## config.mk

```make
export PLATFORM = sky130hd
export DESIGN_NAME = barrel_unit
export DESIGN_NICKNAME = d
export VERILOG_FILES = /design/src/common/donkey_pkg.sv /design/src/common/platform_pkg.sv /design/src/map_control.sv /design/src/barrel/barrel_hit.sv /design/src/barrel/barrel_motion.sv /design/src/barrel_unit.sv
export SDC_FILE = /design/constraint.sdc
export NUM_CORES = 1
export LEC_CHECK = 0
export BUFFER_PORTS_ARGS = -buffer_cell sky130_fd_sc_hd__buf_2
export CAP_MARGIN = 20
export CORE_ASPECT_RATIO = 0.9
export CORE_MARGIN = 2
export CORE_UTILIZATION = 55
export DETAILED_ROUTE_END_ITERATION = 8
export PLACE_DENSITY = 0.76
export SLEW_MARGIN = 20
export SYNTH_ARGS = -nofsm -noshare
export SYNTH_HDL_FRONTEND = slang
export SYNTH_SLANG_ARGS = --single-unit
export TNS_END_PERCENT = 1
```

## constraint.sdc

```tcl
create_clock -name clk -period 3.7 [get_ports clk]
set_input_delay 0.185 -clock clk [delete_from_list [all_inputs] [get_ports clk]]
set_output_delay 0.185 -clock clk [all_outputs]
set_load 0.005 [all_outputs]
```

## src/common/donkey_pkg.sv

```systemverilog
// Barrel subsystem constants
// Coordinate width, sprite box sizes and motion timing shared by
// the geometry, collision and motion blocks.

`default_nettype none

package donkey_pkg;

    // screen coordinates
    localparam int coord_w = 11;

    typedef logic [coord_w-1:0] coord_t;

    // barrel sprite box
    localparam coord_t barrel_w = 32;
    localparam coord_t barrel_h = 32;

    // player sprite box
    localparam coord_t player_w = 48;
    localparam coord_t player_h = 60;

    // cycles per step, minus one
    localparam int step_w = 4;
    localparam logic [step_w-1:0] move_period = 3;
    localparam logic [step_w-1:0] fall_period = 3;

    // barrel retires on this landing
    localparam int landing_w = 2;
    localparam logic [landing_w-1:0] max_landings = 3;

    // top girder surface, where barrels appear
    localparam coord_t start_ypos = 208;

endpackage

`default_nettype wire

```

## src/common/platform_pkg.sv

```systemverilog
// Playfield geometry
// Girder rows, slope steps and open ends of the barrel playfield.
// Heights are given as barrel top-left y when resting on the surface.

`default_nettype none

package platform_pkg;

    // what the barrel stands on
    typedef enum logic [1:0] {
        plat_none        = 2'b00,
        plat_slope_left  = 2'b01,
        plat_slope_right = 2'b10
    } platform_kind_t;

    localparam int num_rows = 4;
    localparam int row_w = $clog2(num_rows);

    // surface height at each row's high end
    localparam donkey_pkg::coord_t row_top [num_rows] = '{208, 324, 440, 556};

    // one slope step: this many pixels wide, drops this many pixels
    localparam donkey_pkg::coord_t platform_width = 64;
    localparam donkey_pkg::coord_t platform_offset = 2;

    // even rows open past the right end, odd rows below the left end
    localparam donkey_pkg::coord_t row_left_end = 96;
    localparam donkey_pkg::coord_t row_right_end = 800;

    // slope step index of each end
    localparam donkey_pkg::coord_t left_step = row_left_end / platform_width;
    localparam donkey_pkg::coord_t right_step = row_right_end / platform_width;

    // ground below the last row
    localparam donkey_pkg::coord_t floor_ypos = 672;

endpackage

`default_nettype wire

```

## src/map_control.sv

```systemverilog
// Platform geometry lookup
// Picks the girder row under the barrel's bottom edge, reports its
// rolling direction and whether the barrel has passed its open end,
// and gives the surface height of the row below at the current x.
// All outputs are registered.

`timescale 1ns/1ps
`default_nettype none

module map_control (
    input  logic                           clk,
    input  logic                           rst,
    input  logic [donkey_pkg::coord_w-1:0] xpos,
    input  logic [donkey_pkg::coord_w-1:0] ypos,
    output platform_pkg::platform_kind_t   platform,
    output logic                           end_of_platform,
    output logic [donkey_pkg::coord_w-1:0] landing_ypos
);

    logic [donkey_pkg::coord_w:0]     bottom;
    logic [platform_pkg::row_w-1:0]   row_idx;
    logic                             on_floor;
    donkey_pkg::coord_t               step;
    platform_pkg::platform_kind_t     platform_nxt;
    logic                             end_nxt;
    donkey_pkg::coord_t               landing_nxt;

    // sloped surface height of a row at a given slope step
    function automatic donkey_pkg::coord_t surface_y(
        input logic [platform_pkg::row_w-1:0] row,
        input donkey_pkg::coord_t             slope_step
    );
        donkey_pkg::coord_t drop;
        if (row[0] == 1'b0) begin
            // even rows are high at the left
            drop = (slope_step > platform_pkg::left_step) ?
                platform_pkg::platform_offset * (slope_step - platform_pkg::left_step) : '0;
        end else begin
            drop = (slope_step < platform_pkg::right_step) ?
                platform_pkg::platform_offset * (platform_pkg::right_step - slope_step) : '0;
        end
        return platform_pkg::row_top[row] + drop;
    endfunction

    always_comb begin : row_sel_blk
        bottom = {1'b0, ypos} + {1'b0, donkey_pkg::barrel_h};
        row_idx = '0;
        for (int r = 1; r < platform_pkg::num_rows; r++) begin
            if (bottom >= {1'b0, platform_pkg::row_top[r]} + {1'b0, donkey_pkg::barrel_h}) begin
                row_idx = r[platform_pkg::row_w-1:0];
            end
        end
        on_floor = (bottom >= {1'b0, platform_pkg::floor_ypos} + {1'b0, donkey_pkg::barrel_h});
        step = xpos / platform_pkg::platform_width;
    end

    always_comb begin : geo_comb_blk
        if (on_floor) begin
            platform_nxt = platform_pkg::plat_none;
            end_nxt = 1'b0;
        end else if (row_idx[0] == 1'b0) begin
            platform_nxt = platform_pkg::plat_slope_right;
            end_nxt = (xpos > platform_pkg::row_right_end);
        end else begin
            platform_nxt = platform_pkg::plat_slope_left;
            end_nxt = (xpos < platform_pkg::row_left_end);
        end

        // nothing below the last row but the ground
        if (on_floor || (row_idx == platform_pkg::num_rows - 1)) begin
            landing_nxt = platform_pkg::floor_ypos;
        end else begin
            landing_nxt = surface_y(row_idx + 1'b1, step);
        end
    end

    always_ff @(posedge clk) begin : geo_reg_blk
        if (rst) begin
            platform <= platform_pkg::plat_none;
            end_of_platform <= 1'b0;
            landing_ypos <= platform_pkg::floor_ypos;
        end else begin
            platform <= platform_nxt;
            end_of_platform <= end_nxt;
            landing_ypos <= landing_nxt;
        end
    end

endmodule

`default_nettype wire

```

## src/barrel/barrel_hit.sv

```systemverilog
// Barrel to player collision test
// Strict bounding-box overlap on both axes; boxes that only touch
// along an edge do not collide. Result is registered.

`timescale 1ns/1ps
`default_nettype none

module barrel_hit (
    input  logic                           clk,
    input  logic                           rst,
    input  logic [donkey_pkg::coord_w-1:0] xpos,
    input  logic [donkey_pkg::coord_w-1:0] ypos,
    input  logic [donkey_pkg::coord_w-1:0] xpos_player,
    input  logic [donkey_pkg::coord_w-1:0] ypos_player,
    output logic                           overlap
);

    // one extra bit so the far edges never wrap
    logic [donkey_pkg::coord_w:0] barrel_left;
    logic [donkey_pkg::coord_w:0] barrel_top;
    logic [donkey_pkg::coord_w:0] barrel_right;
    logic [donkey_pkg::coord_w:0] barrel_bottom;
    logic [donkey_pkg::coord_w:0] player_left;
    logic [donkey_pkg::coord_w:0] player_top;
    logic [donkey_pkg::coord_w:0] player_right;
    logic [donkey_pkg::coord_w:0] player_bottom;
    logic                         x_overlap;
    logic                         y_overlap;

    always_comb begin : box_blk
        barrel_left = {1'b0, xpos};
        barrel_top = {1'b0, ypos};
        barrel_right = {1'b0, xpos} + {1'b0, donkey_pkg::barrel_w};
        barrel_bottom = {1'b0, ypos} + {1'b0, donkey_pkg::barrel_h};

        player_left = {1'b0, xpos_player};
        player_top = {1'b0, ypos_player};
        player_right = {1'b0, xpos_player} + {1'b0, donkey_pkg::player_w};
        player_bottom = {1'b0, ypos_player} + {1'b0, donkey_pkg::player_h};
    end

    // right and bottom edges are exclusive
    always_comb begin : overlap_blk
        x_overlap = (barrel_left < player_right) && (player_left < barrel_right);
        y_overlap = (barrel_top < player_bottom) && (player_top < barrel_bottom);
    end

    always_ff @(posedge clk) begin : overlap_reg_blk
        if (rst) begin
            overlap <= 1'b0;
        end else begin
            overlap <= x_overlap && y_overlap;
        end
    end

endmodule

`default_nettype wire

```

## src/barrel/barrel_motion.sv

```systemverilog
// Barrel motion FSM
// Launches a barrel at the ape's x on the top girder, rolls it one
// pixel per step down the slope, drops it with rising velocity off
// each open end and counts landings. The run ends with done, plus
// hit when the barrel meets the player.
// Geometry and overlap inputs lag the position by one cycle, so
// they are only acted on at step ticks.

`timescale 1ns/1ps
`default_nettype none

module barrel_motion (
    input  logic                           clk,
    input  logic                           rst,
    input  logic                           launch,
    input  logic [donkey_pkg::coord_w-1:0] xpos_kong,
    input  platform_pkg::platform_kind_t   platform,
    input  logic                           end_of_platform,
    input  logic [donkey_pkg::coord_w-1:0] landing_ypos,
    input  logic                           overlap,
    output logic [donkey_pkg::coord_w-1:0] xpos,
    output logic [donkey_pkg::coord_w-1:0] ypos,
    output logic                           busy,
    output logic                           hit,
    output logic                           done
);

    typedef enum logic [1:0] {
        st_idle,
        st_roll,
        st_fall
    } state_t;

    state_t                           state;
    state_t                           state_nxt;
    donkey_pkg::coord_t               xpos_nxt;
    donkey_pkg::coord_t               ypos_nxt;
    donkey_pkg::coord_t               start_x;
    donkey_pkg::coord_t               start_x_nxt;
    donkey_pkg::coord_t               velocity;
    donkey_pkg::coord_t               velocity_nxt;
    donkey_pkg::coord_t               x_right;
    donkey_pkg::coord_t               x_left;
    logic [donkey_pkg::coord_w:0]     fall_target;
    logic [donkey_pkg::step_w-1:0]    step_cnt;
    logic [donkey_pkg::step_w-1:0]    step_cnt_nxt;
    logic [donkey_pkg::landing_w-1:0] landings;
    logic [donkey_pkg::landing_w-1:0] landings_nxt;
    logic                             tick;
    logic                             hit_nxt;
    logic                             done_nxt;

    assign busy = (state != st_idle);

    always_comb begin : step_blk
        tick = (state == st_fall) ? (step_cnt == donkey_pkg::fall_period) :
                                    (step_cnt == donkey_pkg::move_period);
        x_right = xpos + 1'b1;
        x_left = xpos - 1'b1;
        fall_target = {1'b0, ypos} + {1'b0, velocity};
    end

    always_comb begin : motion_comb_blk
        state_nxt = state;
        xpos_nxt = xpos;
        ypos_nxt = ypos;
        start_x_nxt = start_x;
        velocity_nxt = velocity;
        step_cnt_nxt = step_cnt;
        landings_nxt = landings;
        hit_nxt = 1'b0;
        done_nxt = 1'b0;

        case (state)
            st_idle: begin
                // no new run in the done cycle
                if (launch && !done) begin
                    state_nxt = st_roll;
                    xpos_nxt = xpos_kong;
                    start_x_nxt = xpos_kong;
                    ypos_nxt = donkey_pkg::start_ypos;
                    velocity_nxt = '0;
                    step_cnt_nxt = '0;
                    landings_nxt = '0;
                end else begin
                    xpos_nxt = start_x;
                    ypos_nxt = donkey_pkg::start_ypos;
                end
            end

            st_roll: begin
                if (!tick) begin
                    step_cnt_nxt = step_cnt + 1'b1;
                end else begin
                    step_cnt_nxt = '0;
                    if (overlap) begin
                        state_nxt = st_idle;
                        hit_nxt = 1'b1;
                        done_nxt = 1'b1;
                    end else if (end_of_platform) begin
                        state_nxt = st_fall;
                        velocity_nxt = '0;
                    end else if (platform == platform_pkg::plat_slope_right) begin
                        xpos_nxt = x_right;
                        // drop one slope step when entering a new column
                        if ((x_right % platform_pkg::platform_width) == '0) begin
                            ypos_nxt = ypos + platform_pkg::platform_offset;
                        end
                    end else if (platform == platform_pkg::plat_slope_left) begin
                        xpos_nxt = x_left;
                        if ((xpos % platform_pkg::platform_width) == '0) begin
                            ypos_nxt = ypos + platform_pkg::platform_offset;
                        end
                    end
                end
            end

            st_fall: begin
                if (!tick) begin
                    step_cnt_nxt = step_cnt + 1'b1;
                end else begin
                    step_cnt_nxt = '0;
                    if (overlap) begin
                        state_nxt = st_idle;
                        hit_nxt = 1'b1;
                        done_nxt = 1'b1;
                    end else if (fall_target >= {1'b0, landing_ypos}) begin
                        // snap onto the row below
                        ypos_nxt = landing_ypos;
                        velocity_nxt = '0;
                        landings_nxt = landings + 1'b1;
                        if (landings_nxt == donkey_pkg::max_landings) begin
                            state_nxt = st_idle;
                            done_nxt = 1'b1;
                        end else begin
                            state_nxt = st_roll;
                        end
                    end else begin
                        ypos_nxt = fall_target[donkey_pkg::coord_w-1:0];
                        velocity_nxt = velocity + 1'b1;
                    end
                end
            end

            default: begin
                state_nxt = st_idle;
            end
        endcase
    end

    always_ff @(posedge clk) begin : motion_reg_blk
        if (rst) begin
            state <= st_idle;
            xpos <= '0;
            ypos <= donkey_pkg::start_ypos;
            start_x <= '0;
            velocity <= '0;
            step_cnt <= '0;
            landings <= '0;
            hit <= 1'b0;
            done <= 1'b0;
        end else begin
            state <= state_nxt;
            xpos <= xpos_nxt;
            ypos <= ypos_nxt;
            start_x <= start_x_nxt;
            velocity <= velocity_nxt;
            step_cnt <= step_cnt_nxt;
            landings <= landings_nxt;
            hit <= hit_nxt;
            done <= done_nxt;
        end
    end

endmodule

`default_nettype wire

```

## src/barrel_unit.sv

```systemverilog
// Barrel subsystem top level
// Geometry and collision stages look at the current barrel position;
// the motion stage uses their registered results to move the barrel
// and reports busy, hit and done.

`timescale 1ns/1ps
`default_nettype none

module barrel_unit (
    input  logic                           clk,
    input  logic                           rst,
    input  logic                           launch,
    input  logic [donkey_pkg::coord_w-1:0] xpos_kong,
    input  logic [donkey_pkg::coord_w-1:0] xpos_player,
    input  logic [donkey_pkg::coord_w-1:0] ypos_player,
    output logic [donkey_pkg::coord_w-1:0] xpos,
    output logic [donkey_pkg::coord_w-1:0] ypos,
    output logic                           busy,
    output logic                           hit,
    output logic                           done
);

    platform_pkg::platform_kind_t   platform;
    logic                           end_of_platform;
    logic [donkey_pkg::coord_w-1:0] landing_ypos;
    logic                           overlap;

    map_control geo0 (
        .clk             (clk),
        .rst             (rst),
        .xpos            (xpos),
        .ypos            (ypos),
        .platform        (platform),
        .end_of_platform (end_of_platform),
        .landing_ypos    (landing_ypos)
    );

    barrel_hit hit0 (
        .clk         (clk),
        .rst         (rst),
        .xpos        (xpos),
        .ypos        (ypos),
        .xpos_player (xpos_player),
        .ypos_player (ypos_player),
        .overlap     (overlap)
    );

    barrel_motion motion0 (
        .clk             (clk),
        .rst             (rst),
        .launch          (launch),
        .xpos_kong       (xpos_kong),
        .platform        (platform),
        .end_of_platform (end_of_platform),
        .landing_ypos    (landing_ypos),
        .overlap         (overlap),
        .xpos            (xpos),
        .ypos            (ypos),
        .busy            (busy),
        .hit             (hit),
        .done            (done)
    );

endmodule

`default_nettype wire

```

==> run metrics <==
outcome=completed; startpoint types=flip-flop; clock root cell=clkbuf_16; CTS tree=built; Setup Crit Path Kind=reg -> reg; Routed WL=19,000 µm; Sw Ratio=46.3%; Synth area leader=dfxtp_1; Std-Cell Core Area=11,400 µm²; final instance area=7870 µm²; slowest CP cell=dfxtp_4; Max Freq=0.275 GHz; DIE WIDTH=118 µm; sequential fraction of design power=25.3%; arrival time worst endpoint=3.85 ns; Syn Std Cell Area=6430 µm²; Clk pwr share=17.7%; first-pass GRT wire length=31,000 µm; total design power=4.34 mW; number of max-cap violations=0; crit-path max FO=4; row cnt=37; Starting DRT DRC Count=434; CTS Buffer Depth=2; die area=12,600 µm²; final setup violation count=0; NetSw=2.01 mW; drt drc=0; Hold Crit Class=in -> reg; CP Capture Type=flip-flop; WP buf/inv=2; critical path's largest stage delay=0.41 ns; Combinational Power Share=56.9%; synthesized net count=953; commonest cells after routing, fill and taps aside=ha_1 (82), nor2_1 (78), nand2_1 (63), buf_2 (60), dfxtp_1 (58); Detailed Routing Iterations Pass 1=5; worst r2r path cells=19; vias in the first global route=6,499; Crit Reg-Reg Endpoint=geo0.landing_ypos[8]$_SDFF_PP0_; GRT Total Usage=30.0%; # IOs=61; WHS Endpoint=motion0.start_x[4]$_SDFFE_PP0P_; Clock Latency Late Sink=0.34 ns; reg2reg start=motion0.ypos[5]$_SDFFE_PP0P_; ANT cells=0; RSZ-0062 raised after global routing=yes; PortBufs=60; pin count of the biggest net entering global routing=40; top cells by area, synth=dfxtp_1 (21%), ha_1 (18%), nor2_1 (4.6%); worst slew pin tran=0.906 ns; global-route congestion overflow total=0; CP top delay family=simple AND/OR/NAND/NOR gates; Peak VDD IR=0.377 mV; P&R area growth vs syn=22.4%; Hold Buf Count CTS=0; hold path start=xpos_kong[4]; Yosys reg bits=67; Pleak=3.46 nW; post-synth top area share=20.9%; Mean Syn Cell Area=7.81 µm²; initial antenna violation count=0; EDFF count, synth=0; Final #Nets=1,053; Cell Int Power=2.33 mW; initial core utilization=56.3%; worst path required time=3.92 ns; CTS clk-pin slew, worst paths=0.06 ns; Cell Count, Final, Fillers Out=1,085; Post-DP Area=7220 µm²; yosys warns=0; HPWL after detailed placement=14,200 µm; Die Y=107 µm; WHS Path Cells=3; Cells after DPL=1,063; sequential area share after synthesis=20.9%; Unique masters post-synth=81; clock skew=0.00812 ns; relative slew slack=39.6%; period utilisation layout=98.2%; Post-Synthesis Cells=824; Via density=6.14; CP Cell Sequence=ha_4, nand3_1, xnor2_1, or3_4, a2bb2oi_4, buf_4, a211oi_2, nand2_1, o31ai_1, ha_2, inv_1, fa_1, nor2b_1, o21ai_0, nand2b_1, a21o_1, a21oi_1, xor2_1, nor2_1; Detail Route Antenna Nets=0; Num CTS Buffers=9; via count=6,662; Final Wtd Congestion=0.948; Final Max Tran Viols=0; Most used DFF post-synth=dfxtp_1; H-tree lvl count=3; layout cells sized above 1=22.5%; routed len/inst=17.5 µm; clk sinks=67; crit path time final=3.63 ns; Post-synth ARST share=0%; Power Density=552 nW/µm²; R2R Setup Slk=0.07 ns; commonest non-fill, non-tap cell in the layout=ha_1; Final Hold Vio Count=0
==> cell families after synthesis <==
family	Yosys count	synth area share [%]
AOI/OAI and AO/OA	227	24.4
xor gates and xnor gates	38	5.29
adders and majority gates	93	18.3
buffers and inverters	87	5.33
DFF	67	20.9
muxes	14	2.18
and+or+nand+nor	298	23.6
==> per-stage QoR <==
step / setup TNS, ns / worst slack [ns] / hold WS [ns] / utilization [%]
floorplan: 0 / 0.0307 / 0.348 / -
global placement: -0.0367 / -0.0367 / 0.438 / 63.1
detailed placement: -1.81 / -0.177 / 0.448 / 63.1
CTS: 0 / 0.0166 / 0.131 / 66.1
global route: -1.49 / -0.140 / 0.161 / 68.9
finish: 0 / 0.0675 / 0.137 / 68.9
==> sequential cells by signal, indices dropped and copies added (netlist names), 2 cells and up <==
register / cells
geo0.landing_ypos: 9
motion0.start_x: 11
motion0.state: 2
motion0.step_cnt: 4
geo0.platform: 2
motion0.landings: 2
motion0.velocity: 11
motion0.ypos: 11
motion0.xpos: 11
==> cells in the mapped netlist, drive strengths merged, types with 9 or more instances <==
cell type	n
a211oi	17
dfxtp	67
nor4	10
nand3	27
nor2	79
o22ai	16
a31oi	11
nor2b	11
nand2b	15
and2	9
o21a	10
clkbuf	24
nand4	13
a21o	17
inv	55
nor3	32
and3	11
nand2	63
mux2i	14
a21oi	54
xor2	19
xnor2	19
o21ai	36
ha	91
==> power groups by stage <==
stage | combinational [mW] | sequential (mW) | clock (mW)
2_1_floorplan | 1.69 | 1.02 | 0
5_1_grt | 2.74 | 1.12 | 0.808
3_5_place_dp | 2.29 | 1.10 | 0
4_1_cts | 2.34 | 1.09 | 0.778
3_3_place_gp | 2.21 | 1.09 | 0
6_report | 2.47 | 1.10 | 0.771
==> routing by layer <==
| layer | part of all wire, % | GRT usage, % | routed length (µm) |
|---|---|---|---|
| met5 | 0 | 0 | 0 |
| met4 | 2.4 | 10.2 | 454 |
| met3 | 7.7 | 4.41 | 1470 |
| met2 | 45 | 49.3 | 8570 |
| met1 | 45 | 40.6 | 8500 |
==> repair_timing <==
action | in CTS | in global routing
gates resized for setup | 16 | 58
setup endpoints to repair | 28 | 28
setup buffers | 3 | 3
pin swaps | 3 | 26
==> final cells by class <==
type,instances,area (µm²)
clock buffer,11,233
clock inverter,5,30.0
fill,938,3560
inverter,56,210
multi-input combinational,670,5060
sequential,67,1360
tap,156,195
timing repair buffer,120,786
==> worst max path at each step <==
stage	startpoint	slack [ns]	cells past startpoint	endpoint
after CTS	motion0.ypos[2]$_SDFFE_PP0P_	0.02	16	motion0.landings[0]$_SDFFE_PP0P_
after global placement	motion0.ypos[2]$_SDFFE_PP0P_	-0.04	16	motion0.landings[0]$_SDFFE_PP0P_
after floorplan	motion0.ypos[1]$_SDFFE_PP0P_	0.03	15	motion0.velocity[3]$_SDFFE_PP0P_
after detailed placement	motion0.ypos[0]$_SDFFE_PP0P_	-0.18	18	motion0.landings[0]$_SDFFE_PP0P_
final	motion0.ypos[5]$_SDFFE_PP0P_	0.07	19	geo0.landing_ypos[8]$_SDFF_PP0_
after global routing	motion0.velocity[3]$_SDFFE_PP0P_	-0.14	16	motion0.velocity[2]$_SDFFE_PP0P_
==> worst min-delay path, cell delays in order <==
cell	delay [ns]
buf_2	0.11
nand3_1	0.07
a21oi_1	0.06
Power figures use the tool's default switching activity.
